**config.mk**
```make
export PLATFORM = sky130hd
export DESIGN_NAME = text_write_seq
export DESIGN_NICKNAME = d
export VERILOG_FILES = /design/src/design/mem_map_pkg.sv /design/src/design/bus_pkg.sv /design/src/design/text_write_seq.sv
export SDC_FILE = /design/constraint.sdc
export NUM_CORES = 1
export LEC_CHECK = 0
export BUFFER_PORTS_ARGS = -buffer_cell sky130_fd_sc_hd__clkbuf_2
export CORE_MARGIN = 2
export CORE_UTILIZATION = 28
export CTS_CLUSTER_DIAMETER = 200
export DETAILED_ROUTE_END_ITERATION = 7
export PLACE_DENSITY = 0.8
export REMOVE_ABC_BUFFERS = 1
export SLEW_MARGIN = 40
export SYNTH_ARGS = -nofsm -noshare
export SYNTH_HDL_FRONTEND = slang
export SYNTH_SLANG_ARGS = --single-unit
```
**constraint.sdc**
```tcl
create_clock -name text_mem_clk -period 2 [get_ports text_mem_clk]
set_clock_uncertainty 0.2 [all_clocks]
set_input_delay 0.4 -clock text_mem_clk [delete_from_list [all_inputs] [get_ports text_mem_clk]]
set_output_delay 0.4 -clock text_mem_clk [all_outputs]
set_load 0.05 [all_outputs]
```
**src/design/mem_map_pkg.sv**
```systemverilog
`default_nettype none

package mem_map_pkg;

    //////////////////////////////
    // word address layout
    //////////////////////////////

    // cpu word address, byte offset already stripped
    localparam int ADDR_W = 30;

    // region field sits in the top four address bits
    localparam int REGION_LSB = 26;

    //////////////////////////////
    // region codes
    //////////////////////////////

    // any code not listed here falls through to main data memory
    typedef enum logic [3:0] {
        REG_TEXT   = 4'hc,  // character store of the text display
        REG_TIMER  = 4'hd,  // timer stub
        REG_KBD    = 4'he,  // keyboard stub
        REG_LOADER = 4'hf   // loader ram, also an instruction source
    } region_e;

endpackage

`default_nettype wire

```
**src/design/bus_pkg.sv**
```systemverilog
`default_nettype none

package bus_pkg;

    //////////////////////////////
    // cpu data port
    //////////////////////////////

    // one enable per byte of a 32-bit word
    localparam int BE_W = 4;

    // request opcode on the data port
    typedef enum logic [1:0] {
        OP_NONE  = 2'd0,  // idle slot, taken but no effect
        OP_READ  = 2'd1,
        OP_WRITE = 2'd2
    } mem_op_e;

endpackage

`default_nettype wire

```
**src/design/text_write_seq.sv**
```systemverilog
`timescale 1ns/1ns
`default_nettype none

module text_write_seq #(
    parameter int TEXT_AW = 15
) (
    input  wire                              text_mem_clk,
    input  wire                              rst,
    input  wire                              tw_valid,
    input  wire [mem_map_pkg::ADDR_W-1:0]    dmem_addr,
    input  wire [31:0]                       dmem_wdata,
    input  wire [bus_pkg::BE_W-1:0]          dmem_be,
    output logic                             tw_ready,
    output logic                             text_we,
    output logic [TEXT_AW-1:0]               text_waddr,
    output logic [7:0]                       text_wchar
);

    // idle, two write cycles, then hold ready until the cpu moves on
    typedef enum logic [1:0] {
        TW_IDLE,
        TW_WR1,
        TW_WR2,
        TW_DONE
    } tw_state_e;

    tw_state_e state;
    logic [1:0] lane;

    //////////////////////////////
    // write sequencer
    //////////////////////////////

    always_ff @(posedge text_mem_clk) begin
        if (rst || !tw_valid) begin
            // dropped valid also lands back in idle
            state <= TW_IDLE;
        end else begin
            case (state)
                TW_IDLE: state <= TW_WR1;
                TW_WR1:  state <= TW_WR2;
                TW_WR2:  state <= TW_DONE;
                default: state <= TW_IDLE;  // taken in done
            endcase
        end
    end

    assign tw_ready = state == TW_DONE;
    assign text_we  = tw_valid && ((state == TW_WR1) || (state == TW_WR2));

    //////////////////////////////
    // byte lane pick
    //////////////////////////////

    // be msb is lane 0, same order as the data memory
    always_comb begin
        case (dmem_be)
            4'b1000: begin
                lane       = 2'd0;
                text_wchar = dmem_wdata[7:0];
            end
            4'b0100: begin
                lane       = 2'd1;
                text_wchar = dmem_wdata[15:8];
            end
            4'b0010: begin
                lane       = 2'd2;
                text_wchar = dmem_wdata[23:16];
            end
            default: begin
                // 0001 and any non one-hot pattern
                lane       = 2'd3;
                text_wchar = dmem_wdata[31:24];
            end
        endcase
    end

    // word index low bits then lane
    assign text_waddr = {dmem_addr[TEXT_AW-3:0], lane};

endmodule

`default_nettype wire

```
* Word-level counts from Yosys, hierarchy flattened
Cells that the tools add are included.
Cells by class: add/subtract/negate cells 0, multiply operators 0, div/mod/pow operators 0, order comparisons 0, eq/ne operators 6, shift operators 0, muxes and demuxes 3, bitwise operators 0, reductions and logical operators 5
Operators with widths (number):
- $pmux W8 S3 | 1
- $pmux W2 S3 | 2
- $eq A2 B2 Y1 const B | 2
- $eq A4 B2 Y1 const B | 1
- $eq A4 B3 Y1 const B | 1
- $eq A4 B4 Y1 const B | 1
- $eq A2 B1 Y1 const B | 1
- $logic_not A2 Y1 | 1
- $logic_or A1 B1 Y1 | 2
- $logic_and A1 B1 Y1 | 1
- $logic_not A1 Y1 | 1
Word-level totals: register bits 2, latch bits 0, memory bits (writable) 0, memory bits (read-only) 0, memories 0

* Longest topological paths before layout
word-level depth 3, mapped depth 5

* Least setup slack after synthesis
Ideal clock, no wire load.
path type input port to output port, from input port dmem_be[2] (netlist bit), to output port text_waddr[1], arrival time 1819 ps, required time 1400 ps, setup slack -419 ps, cell stages on the path 4, cell sequence clkbuf_4 -> nor2b_4 -> buf_6 -> o21ai_0
On the way: cells in the longest elaborated chain, start to end 2
Ends and longest elaborated chain:
- from (decl) | line text_write_seq.sv:12 | input wire [bus_pkg::BE_W-1:0] dmem_be,
- $eq A4 B2 Y1, or another cell as far along | line text_write_seq.sv:57 | case (dmem_be)
- $pmux W2 S3 * | line text_write_seq.sv:57
- to (decl) | line text_write_seq.sv:15 | output logic [TEXT_AW-1:0] text_waddr,
Mark *: on every way between the ends. The rest lies on a longest branch, timed or not.

* Worst setup path after layout
from input port dmem_be[2] (netlist bit), to output port text_wchar[1]
On the way: cells in the longest elaborated chain, start to end 2
Ends and longest elaborated chain:
- $eq A4 B2 Y1, or another cell as far along | line text_write_seq.sv:57
- $pmux W8 S3 * | line text_write_seq.sv:57
- to (decl) | line text_write_seq.sv:16 | output logic [7:0] text_wchar
Marked as above.

==> metrics.md <==
| Metric | Value |
|---|---|
| Post-synth top flop | `dfxtp_1` |
| Post-synthesis simple-gate area fraction | `approximately 28%` |
| Sequential fraction of the synthesis area | `about 6.9%` |
| First-pass GRT wire length | `about 3300 µm` |
| Min-delay src | `rst` |
| Hold buffer count at CTS | `0` |
| Post-Synthesis Cell Area | `583 µm²` |
| RSZ-0062 raised after global routing | `yes` |
| Netlist cell types | `24` |
| Total wire length | `between 2000 and 2500 µm` |
| GRT Residual Overflow | `0` |
| DP Worst Slack | `-273 ps` |
| Worst rel slew slack | `76.5%` |
| Clock Latency Late Sink | `about 230 ps` |
| Multiplexer share of the synthesized area | `0%` |
| IO Pins | `94` |
| Leakage | `roughly 0.5 nW` |
| Clock Pin Slew Worst Setup and Hold Paths | `around 30 ps` |
| Via/cell ratio | `4.82` |
| Post-Syn Instances | `70` |
| Slowest CP cell | `a221o_1` |
| Final critical-path required period | `around 2200 ps` |
| Register bit count reported by yosys | `2` |
| Worst r2r src | `state[0]$_SDFF_PP0_` |
| R2r endpoint | `state[1]$_SDFF_PP0_` |
| Top post-synthesis cells by area | `buf_4 17%, a221o_1 14%, nand3b_1 9.0%` |
| EDFF count, synth | `0` |
| Max reg flops | `2` |
| Critical-path cell list | `buf_8, buf_6, nor2b_4, o311ai_4, buf_6, a221o_1, buf_8` |
| Compound-Gate Fraction of Synth Area | `a little under a third` |
| Worst R2R Path Depth | `4` |
| Syn_area_per_cell | `8.33 µm²` |
| Wire length per cell | `between 10 and 15 µm` |
| Die area | `approximately 0.0025 mm²` |
| Layout net count | `193` |
| Cell taking the most area after synthesis | `buf_4` |
| Max cap viols | `0` |
| Placed insts | `approximately 140` |
| Final hold violation count | `0` |
| Non-filler cells, final | `between 100 and 150` |
| Number of I/O port buffers | `50` |
| Die Wd | `between 40 and 50 µm` |
| Vias in the first global route | `758` |
| Crit-path leading delay family | `buffers and inverters` |
| Hold WC Path Type | `input pin to flip-flop` |
| GPL Wtd Cong | `approximately 0.8` |
| Initial drt markers | `8` |
| Max Slew Vio Count | `0` |
| Fraction of registers with async set/reset | `0%` |
| Number of fill cells | `206` |
| Max frequency | `0.459 GHz` |
| YS warnings | `0` |
| Clock root buffer | `clkbuf_4` |
| CTS tree | `done` |
| Critical Path RT | `approximately 1400 ps` |
| Fin crit share | `109%` |
| Maximum buffer depth of the clock tree | `2` |
| Num CTS Buffers | `3` |
| DRC errors left | `0` |
| Largest reg by FF count | `state` |
| Status | `complete, but fails checks` |
| GRT Total Usage | `between 10% and 20%` |
| WS Path Type | `input pin to primary output` |
| Nature of the critical path endpoint | `primary output` |
| CP bufs+invs | `4` |
| Initial antenna violation count | `0` |
| Max VDD drop | `0.000170 V` |
| Worst setup SP type | `input pin` |
| Post-route ant nets | `0` |
| Final setup fails | `8` |
| Failing checks | `setup timing` |
| Row count | `16` |
| Slew @ Worst Pin | `348 ps` |
| PnR worst setup slack | `-177 ps` |
| Top-area cell type share of the netlist area | `16.7%` |
| Starting Density | `29.7%` |
| DR vias | `around 700` |
| H-tree levels | `1` |
| Largest net degree at the start of global routing | `9` |
| Share of cells above drive strength 1 | `63.6%` |
| Core ar. | `roughly 0.0020 mm²` |
| Post-synthesis adder-cell area fraction | `8.58%` |
| N_diodes | `0` |
| Crit Path Max Fanout | `4` |
| CP arrival | `around 1600 ps` |
| Largest family of logic cells by synthesized area | `compound AO/OA/AOI/OAI gates` |
| Hold Path Depth | `2` |
| Die Span Y | `49.6 µm` |
| Worst Hold End | `state[1]$_SDFF_PP0_` |
| Layout overhead on the synthesized area | `70.2%` |
| CP max stage delay | `~380 ps` |
| Xor and xnor fraction of the mapped netlist area | `0%` |
| Initial DRT Pass Iterations | `4` |
| Worst R2R Setup Slack | `between 600 and 700 ps` |
| Clock sink count | `2` |
| Pwr Density | `just over 400 mW/mm²` |
| Detailed Place HPWL | `1840 µm` |
| Largest regs | `state: 2 flops` |
## worst reg2reg max path: cells and delay by family, from the launching register on
family / cells / cell delay, ps
DFF: 1 / 350
and+or+nand+nor: 2 / 300
adders and majority gates: 1 / 290
buffers and inverters: 1 / 80
## how the worst max path moves through the flow
stage	startpoint	endpoint	slack, ps	depth (start not counted)
final	dmem_be[2]	text_wchar[1]	-180	7
after global routing	dmem_be[2]	text_wchar[1]	-210	7
after CTS	dmem_be[2]	text_wchar[2]	-190	7
after detailed placement	dmem_be[2]	text_wchar[4]	-270	7
after global placement	dmem_be[2]	text_wchar[2]	-250	5
after floorplan	dmem_be[2]	text_waddr[1]	-300	2
## through the flow
stage / hold slack, ps / TNS, ps / total power [mW] / utilization, % / instance area, µm²
finish: 165 / -1160 / 0.404 / 50.6 / 992
global route: 165 / -1530 / 0.429 / 50.6 / 992
detailed placement: 397 / -2220 / 0.258 / 41.5 / 815
floorplan: 272 / -1000 / 0.170 / - / 450
CTS: 154 / -1390 / 0.398 / 49.7 / 976
global placement: 372 / -1990 / 0.252 / 41.5 / 815
## per-layer routing
metal  wire length, µm  vias up  track usage, %
met3               385        4            14.2
met5                43        -            14.3
li1                  -      342               -
met2              1040       52            31.3
met4                17        2            4.17
met1               660      299            15.5
## cell usage after synthesis, types with 2 or more instances
master,instances
a21oi_1,3
a221o_1,8
a22o_2,4
and2_1,6
buf_4,13
buf_6,2
dfxtp_1,2
ha_1,4
inv_1,3
nand3b_1,7
nor2_1,3
nor4b_1,2
o21ai_0,2
## timing repair
item | 4_1_cts | 5_1_grt
endpoints found under the hold margin | 0 | 0
setup endpoints to repair | 9 | 10
setup buffers | 3 | 0
pin swaps | 9 | 3
gates cloned | 0 | 0
gates resized for setup | 26 | 11
## where the power goes
group / internal [mW] / switching, mW
Combinational: 0.131 / 0.135
Clock: 0.0665 / 0.0268
Sequential: 0.0424 / 0.00194
## layout make-up
type / instances / area, µm² / share of cell area, %
inverters: 3 / 11.3 / 1.13
flip-flops and latches: 2 / 40.0 / 4.04
clock buffers: 3 / 22.5 / 2.27
multi-input cells: 48 / 408 / 41.1
well taps: 27 / 33.8 / 3.40
repair buffers: 62 / 477 / 48.0
## cells by family after synthesis
group,count (synthesis)
compound gates,20
buf+inv,20
flops,2
fa+ha+maj,4
simple gates,24
## cells in the final DEF, fill, tap and decap left out, drive strengths merged
master,count
inv,3
nor4b,2
clkbuf,45
nand3b,7
o21ai,3
and3,1
o311ai,1
a21oi,3
dfxtp,2
nand2,1
ha,4
nor2b,3
buf,20
or2,1
and2,6
a221o,8
nor2,3
a21o,1
a22o,4
Note: power is estimated with default switching activity, not from simulation.
