--- src/design/mem_map_pkg.sv ---
`default_nettype none

package mem_map_pkg;

    //////////////////////////////
    // word address layout
    //////////////////////////////

    // cpu word address, byte offset already stripped
    localparam int ADDR_W = 30;

    // region field sits in the top four address bits
    localparam int REGION_LSB = 26;

    //////////////////////////////
    // region codes
    //////////////////////////////

    // any code not listed here falls through to main data memory
    typedef enum logic [3:0] {
        REG_TEXT   = 4'hc,  // character store of the text display
        REG_TIMER  = 4'hd,  // timer stub
        REG_KBD    = 4'he,  // keyboard stub
        REG_LOADER = 4'hf   // loader ram, also an instruction source
    } region_e;

endpackage

`default_nettype wire

--- src/design/bus_pkg.sv ---
`default_nettype none

package bus_pkg;

    //////////////////////////////
    // cpu data port
    //////////////////////////////

    // one enable per byte of a 32-bit word
    localparam int BE_W = 4;

    // request opcode on the data port
    typedef enum logic [1:0] {
        OP_NONE  = 2'd0,  // idle slot, taken but no effect
        OP_READ  = 2'd1,
        OP_WRITE = 2'd2
    } mem_op_e;

endpackage

`default_nettype wire

--- src/design/region_decoder.sv ---
`timescale 1ns/1ns
`default_nettype none

module region_decoder (
    input  wire                              text_mem_clk,
    input  wire                              rst,
    input  wire                              dmem_valid,
    input  wire bus_pkg::mem_op_e            dmem_op,
    input  wire [mem_map_pkg::ADDR_W-1:0]    dmem_addr,
    input  wire                              dr_ready,
    input  wire                              dr_rvalid,
    input  wire [31:0]                       dr_rdata,
    input  wire                              tw_ready,
    input  wire [31:0]                       loader_rdata,
    output logic                             dr_valid,
    output logic                             tw_valid,
    output logic                             ld_en,
    output logic                             ld_we,
    output logic                             dmem_ready,
    output logic [31:0]                      dmem_rdata,
    output logic                             dmem_rvalid
);
    import mem_map_pkg::*;
    import bus_pkg::*;

    region_e region;
    logic    is_read, is_write;
    logic    to_data, to_text, to_loader;
    logic    imm_ok, take;
    logic    dr_pend;    // data read still in flight
    logic    rd_pend;    // immediate read returns next cycle
    logic    rd_loader;  // that read came from the loader

    assign region   = region_e'(dmem_addr[ADDR_W-1:REGION_LSB]);
    assign is_read  = dmem_op == OP_READ;
    assign is_write = dmem_op == OP_WRITE;

    //////////////////////////////
    // target select
    //////////////////////////////

    assign to_text   = (region == REG_TEXT) && is_write;
    assign to_loader = region == REG_LOADER;
    // everything outside c..f is main memory
    assign to_data   = !(region inside {REG_TEXT, REG_TIMER, REG_KBD, REG_LOADER})
                       && (is_read || is_write);

    // immediate reads wait behind an outstanding data read to keep order
    assign imm_ok = !dr_pend || dr_rvalid;

    always_comb begin
        if (to_data) begin
            dmem_ready = dr_ready;
        end else if (to_text) begin
            dmem_ready = tw_ready;
        end else if (is_read) begin
            dmem_ready = imm_ok;
        end else begin
            dmem_ready = 1'b1;
        end
    end

    assign take     = dmem_valid && dmem_ready;
    assign dr_valid = dmem_valid && to_data;
    assign tw_valid = dmem_valid && to_text;
    // cpu owns loader port a only in the cycle its request is taken
    assign ld_en    = take && to_loader;
    assign ld_we    = ld_en && is_write;

    //////////////////////////////
    // return steering
    //////////////////////////////

    always_ff @(posedge text_mem_clk) begin
        if (rst) begin
            dr_pend   <= 1'b0;
            rd_pend   <= 1'b0;
            rd_loader <= 1'b0;
        end else begin
            rd_pend   <= take && is_read && !to_data;
            rd_loader <= to_loader;
            if (take && to_data && is_read) begin
                dr_pend <= 1'b1;
            end else if (dr_rvalid) begin
                dr_pend <= 1'b0;
            end
        end
    end

    // stubs and text reads answer zero
    assign dmem_rvalid = rd_pend || dr_rvalid;
    assign dmem_rdata  = dr_rvalid ? dr_rdata : (rd_loader ? loader_rdata : 32'h0);

endmodule

`default_nettype wire

--- config.mk ---
export PLATFORM = sky130hd
export DESIGN_NAME = region_decoder
export DESIGN_NICKNAME = d
export VERILOG_FILES = /design/src/design/mem_map_pkg.sv /design/src/design/bus_pkg.sv /design/src/design/region_decoder.sv
export SDC_FILE = /design/constraint.sdc
export NUM_CORES = 1
export LEC_CHECK = 0
export ABC_AREA = 1
export BUFFER_PORTS_ARGS = -buffer_cell sky130_fd_sc_hd__buf_2
export CAP_MARGIN = 20
export CORE_UTILIZATION = 25
export DETAILED_ROUTE_END_ITERATION = 8
export GPL_ROUTABILITY_DRIVEN = 0
export PLACE_DENSITY_LB_ADDON = 0.05
export SLEW_MARGIN = 20
export SYNTH_ARGS = -nofsm -noshare
export SYNTH_HDL_FRONTEND = slang
export SYNTH_SLANG_ARGS = --single-unit
--- constraint.sdc ---
create_clock -name text_mem_clk -period 1.2 [get_ports text_mem_clk]
set_input_delay 0.18 -clock text_mem_clk [delete_from_list [all_inputs] [get_ports text_mem_clk]]
set_output_delay 0.18 -clock text_mem_clk [all_outputs]
set_load 0.01 [all_outputs]
# Word-level counts from Yosys, hierarchy flattened
# Index checks and enable logic that the tools add are counted.
# op_classes
order_cmp	0
n_addsub	0
shifts	0
bitwise_logic	0
eq_ne	6
multipliers	0
div_mod_pow	0
reduce_logical	19
muxes	7
# op_table
operator	n
32-bit two-way mux	2
4-bit equality test (second input constant)	4
1-bit logical AND	11
1-bit two-way mux	5
4-bit nonzero test	1
1-bit logical NOT	3
1-bit logical OR	3
2-bit by 1-bit equality test with 1-bit output (second input constant)	1
2-bit equality test (second input constant)	1
2-bit nonzero test	1
# totals
out_inout_bits	38
register_bits	3
n_memories	0
latchBits	0
mem_bits_ro	0
mem_bits_rw	0
inputBits	102

# Logic depth before layout (Yosys ltp)
# logic_depth
ltp_word	9
mapped_depth	9
depth_no_buf	9

# Least setup slack after synthesis
# Ideal clock, no wire load.
# synth_timing
path_kind	input -> output
from	in dmem_op[0]
to	out ld_we
path_buffers	0
slack_ns	0.046
stages	8
arrival_time_ns	0.974
cell_sequence	inv_1 ha_1 inv_1 nand2_1 inv_1 nand2_2 nand4_2 nor2_2
# synth_via
elab_chain_len	7
# synth_lines
element	line	rtl
from (decl)	region_decoder.sv:8	input wire bus_pkg::mem_op_e dmem_op,
2-bit by 1-bit equality test with 1-bit output or 2-bit equality test (tied branches)	region_decoder.sv:35, region_decoder.sv:36	
1-bit two-way mux (tied with other cells)	region_decoder.sv:56	end else if (is_read) begin
1-bit two-way mux or 1-bit logical AND (tied branches)	region_decoder.sv:54, region_decoder.sv:46	
1-bit two-way mux	region_decoder.sv:52	if (to_data) begin
1-bit logical AND	region_decoder.sv:63	assign take = dmem_valid && dmem_ready;
1-bit logical AND	region_decoder.sv:67	assign ld_en = take && to_loader;
1-bit logical AND (*)	region_decoder.sv:68	assign ld_we = ld_en && is_write;
to (decl)	region_decoder.sv:18	output logic ld_we,
# Mark *: on every way between the ends. The rest lies on a longest branch, timed or not.

# Worst setup path in the final report
# layout_timing
from	in dmem_op[0]
to	out dmem_ready
# layout_via
elab_chain_len	4
# layout_lines
element	line	rtl
2-bit by 1-bit equality test with 1-bit output or 2-bit equality test (tied branches)	region_decoder.sv:35, region_decoder.sv:36	
1-bit two-way mux (tied with other cells)	region_decoder.sv:56	
1-bit two-way mux or 1-bit logical AND (tied branches)	region_decoder.sv:54, region_decoder.sv:46	
1-bit two-way mux (*)	region_decoder.sv:52	
to (decl)	region_decoder.sv:19	output logic dmem_ready,
# Marks and branches as above.

==> parameters.txt <==
Parameter                              Value

Logic synthesis
  Area share of the largest cell type after synthesis ... 0.354
  Sequential element share of the synthesized area ... 0.0832
  Cell count after synthesis ... 147
  Number of synthesized register bits ... 3
  Post-synthesis async set-or-reset flop share ... 0
  Mean instance size in the synthesized netlist ... 4.91 sq um
  Dominant synthesized flop cell ... sky130_fd_sc_hd__dfxtp_1
  Post-synth net total ... 251
  Commonest cells in the synthesized netlist ... sky130_fd_sc_hd__nand2_1, sky130_fd_sc_hd__nand3_1, sky130_fd_sc_hd__inv_1
  Number of enable-type register cells in the synthesized netlist ... 0
  Cell area after technology mapping ... 722 sq um
  Leading post-synthesis cells by cell area ... sky130_fd_sc_hd__nand2_1, sky130_fd_sc_hd__nand3_1, sky130_fd_sc_hd__dfxtp_1, sky130_fd_sc_hd__buf_2, sky130_fd_sc_hd__inv_1
  Yosys top cell by area ... sky130_fd_sc_hd__nand2_1
  Yosys warnings ... 0
  Cell variety after synth ... 19
  Most frequently used cell type in the post-synthesis netlist ... sky130_fd_sc_hd__nand2_1

Status
  Run status ... finished, violations left
  Violated checks ... setup timing

Timing
  Layout Skew ... 0.0111 ns
  Number of max-slew violations in the final report ... 0
  Max-Slew Margin vs Limit ... 0.767
  Fin. Hold Viols ... 0
  Max Freq ... 779 MHz
  Period Utilization, post-route ... 1.07
  Actual transition at the worst max-transition pin ... 0.347 ns
  Final critical-path required period ... 1.28 ns
  Final setup viols ... 35
  RSZ-0062 raised after global routing ... true
  Final WS setup ... -0.0831 ns

Critical path
  Capturing element type of the critical path ... primary output
  CP arrival ... 1.10 ns
  Crit-path max cell delay ... 0.17 ns
  Crit path capture ... dmem_ready
  Worst reg-to-reg setup slack ... 0.28 ns
  Family with the most delay on the worst path ... simple AND/OR/NAND/NOR gates
  Worst R2R End ... rd_pend$_SDFF_PP0_
  Kind of launch point of the worst setup path ... primary input
  Highest net fanout along the worst path ... 3
  Worst path buffer plus inverter count ... 4
  Depth of the worst register-to-register path ... 6
  Setup Crit Path Kind ... primary input to primary output
  Cell Chain, Critical Path ... buf_6, inv_4, ha_4, inv_2, nor2_4, nand2_2, nand2_2, nand3_4, and2_4, buf_6
  Worst r2r src ... dr_pend$_SDFFE_PP0P_
  Worst path required time ... 1.02 ns
  Critical Path Source ... dmem_op[0]
  Crit path depth ... 10
  Slowest cell on the critical path ... sky130_fd_sc_hd__and2_4

Detailed routing
  Violation count after the first detailed-route iteration ... 55
  Post-DR vias/cell ... 4.47
  DRC violation count after routing ... 0
  First drt pass iteration count ... 4
  Avg WL per Cell ... 10.4 um
  Final antenna-violating net count ... 0
  Post-detailed-routing wire length ... 3140 um
  Via count ... 1,344

Power and ir drop
  Highest ir drop seen on vdd ... 0.431 mV
  Total power density per cell area ... 441 nW/um^2
  Static leakage ... 1.02 nW

GRT
  Number of global-route vias before repair ... 1,126
  Total congestion overflow ... 0
  Wire length of the first global-routing pass ... 4690 um
  Initial antenna violation count ... 0
  Combined global-route utilization of all metal layers ... 0.184
  Maximum number of pins on one net before global-route repair ... 33

Clock tree
  TritonCTS clock tree ... yes
  Number of buffers created by CTS ... 3
  Hold_buf cts ... 0
  Root Driver ... sky130_fd_sc_hd__clkbuf_4
  Number of buffers on the longest clock path ... 2
  Number of levels in the clock H-tree ... 1
  Count of clock tree sinks ... 3
  Clock latency of the later-clocked register in the worst-skew pair ... 0.25 ns
  Clock transition at the registers of the reported paths ... 0.05 ns

Die
  Die area ... 3110 sq um
  Number of top-level pins ... 140
  Core region area ... 2730 sq um
  DIE WIDTH ... 55.7 um
  Initial Utilization ... 0.264
  Die Span Y ... 55.7 um
  Count of standard-cell rows ... 19

Layout
  Diode insertion count for antenna repair ... 0
  Non-filler instance count after layout ... 301
  Share of layout cells above drive strength 1 ... 0.648
  Synthesis-to-finish area growth ... 134%
  Final cell area excluding filler cells ... 1690 sq um
  Layout Nets ... 375

Hold path
  Worst hold path class ... primary input to flop
  Number of instances on the worst hold path ... 2

Placement
  Post-placement cell count ... 293
  Detailed Place HPWL ... 2120 um
  Count of buffers from port buffering ... 113
  Cell area reported after detailed placement ... 1370 sq um

Flow run
  Max-cap violation count ... 0
-- how the worst min path moves through the flow --
| stage | slack, ns | start | to |
|---|---|---|---|
| 3_5_place_dp | 0.38 | rst | dr_pend$_SDFFE_PP0P_ |
| 6_report | 0.12 | rst | rd_loader$_SDFF_PP0_ |
| 3_3_place_gp | 0.38 | rst | dr_pend$_SDFFE_PP0P_ |
| 4_1_cts | 0.13 | rst | dr_pend$_SDFFE_PP0P_ |
| 5_1_grt | 0.13 | rst | dr_pend$_SDFFE_PP0P_ |
| 2_1_floorplan | 0.25 | rst | dr_pend$_SDFFE_PP0P_ |
-- layer usage --
metal | global-route usage | share of wire | vias to the layer above
li1 | - | - | 714
met1 | 0.215 | 0.40 | 565
met2 | 0.339 | 0.51 | 62
met3 | 0.0395 | 0.088 | 3
met4 | 0.0429 | 0.0061 | 0
met5 | 0 | 0 | -
-- registers in the layout, indices dropped and copies added, names as in the netlist --
| name | cells |
|---|---|
| rd_pend | 1 |
| dr_pend | 1 |
| rd_loader | 1 |
-- area by class of cell --
class                           count  area [sq um]
Fill cell                         273          1050
Timing Repair Buffer              129           772
Multi-Input combinational cell    122           734
Sequential cell                     3          65.1
Inverter                           12          50.0
Tap cell                           31          38.8
Clock buffer                        4          26.3
-- worst reg2reg max path: cells and delay by family, from the launching register on --
kind          cells  cell delay (ns)
simple gates      5             0.36
flops             1             0.33
buf+inv           1             0.14
-- layout by cell type, fill, tap and decap left out, types with 7 or more instances in the layout --
cell / n
sky130_fd_sc_hd__nand2_1: 65
sky130_fd_sc_hd__buf_2: 110
sky130_fd_sc_hd__buf_4: 12
sky130_fd_sc_hd__nand3_1: 13
sky130_fd_sc_hd__inv_1: 7
sky130_fd_sc_hd__nand3_2: 21
-- cell families after synthesis --
logic type	after synthesis	synth area share
AOI/OAI and AO/OA	1	0.00693
adders and majority gates	2	0.0347
buffers and inverters	22	0.144
DFF	3	0.0832
and+or+nand+nor	119	0.731
-- per-stage QoR --
step	worst slack, ns	hold slack (ns)	utilization	power, W	setup TNS (ns)
floorplan	0.0464	0.249	-	0.000268	0
global placement	-0.159	0.384	0.502	0.000488	-0.571
detailed placement	-0.165	0.382	0.502	0.000487	-0.571
CTS	-0.117	0.125	0.542	0.000704	-0.965
global route	-0.147	0.133	0.617	0.000800	-4.00
finish	-0.0831	0.125	0.617	0.000744	-2.05
-- where the power goes --
part	total [W]	leakage [nW]	switching (W)	internal, W
Combinational	0.000446	0.977	0.000222	0.000224
Clock	0.000196	0.0150	0.0000700	0.000126
Sequential	0.000102	0.0255	0.00000236	0.000100
-- timing repair --
item,in CTS,in global routing
endpoints found under the setup margin,37,37
cloned,1,2
pin swaps,10,28
setup buffers,2,0
gates resized for setup,15,34
Note: power is estimated with default switching activity, not from simulation.
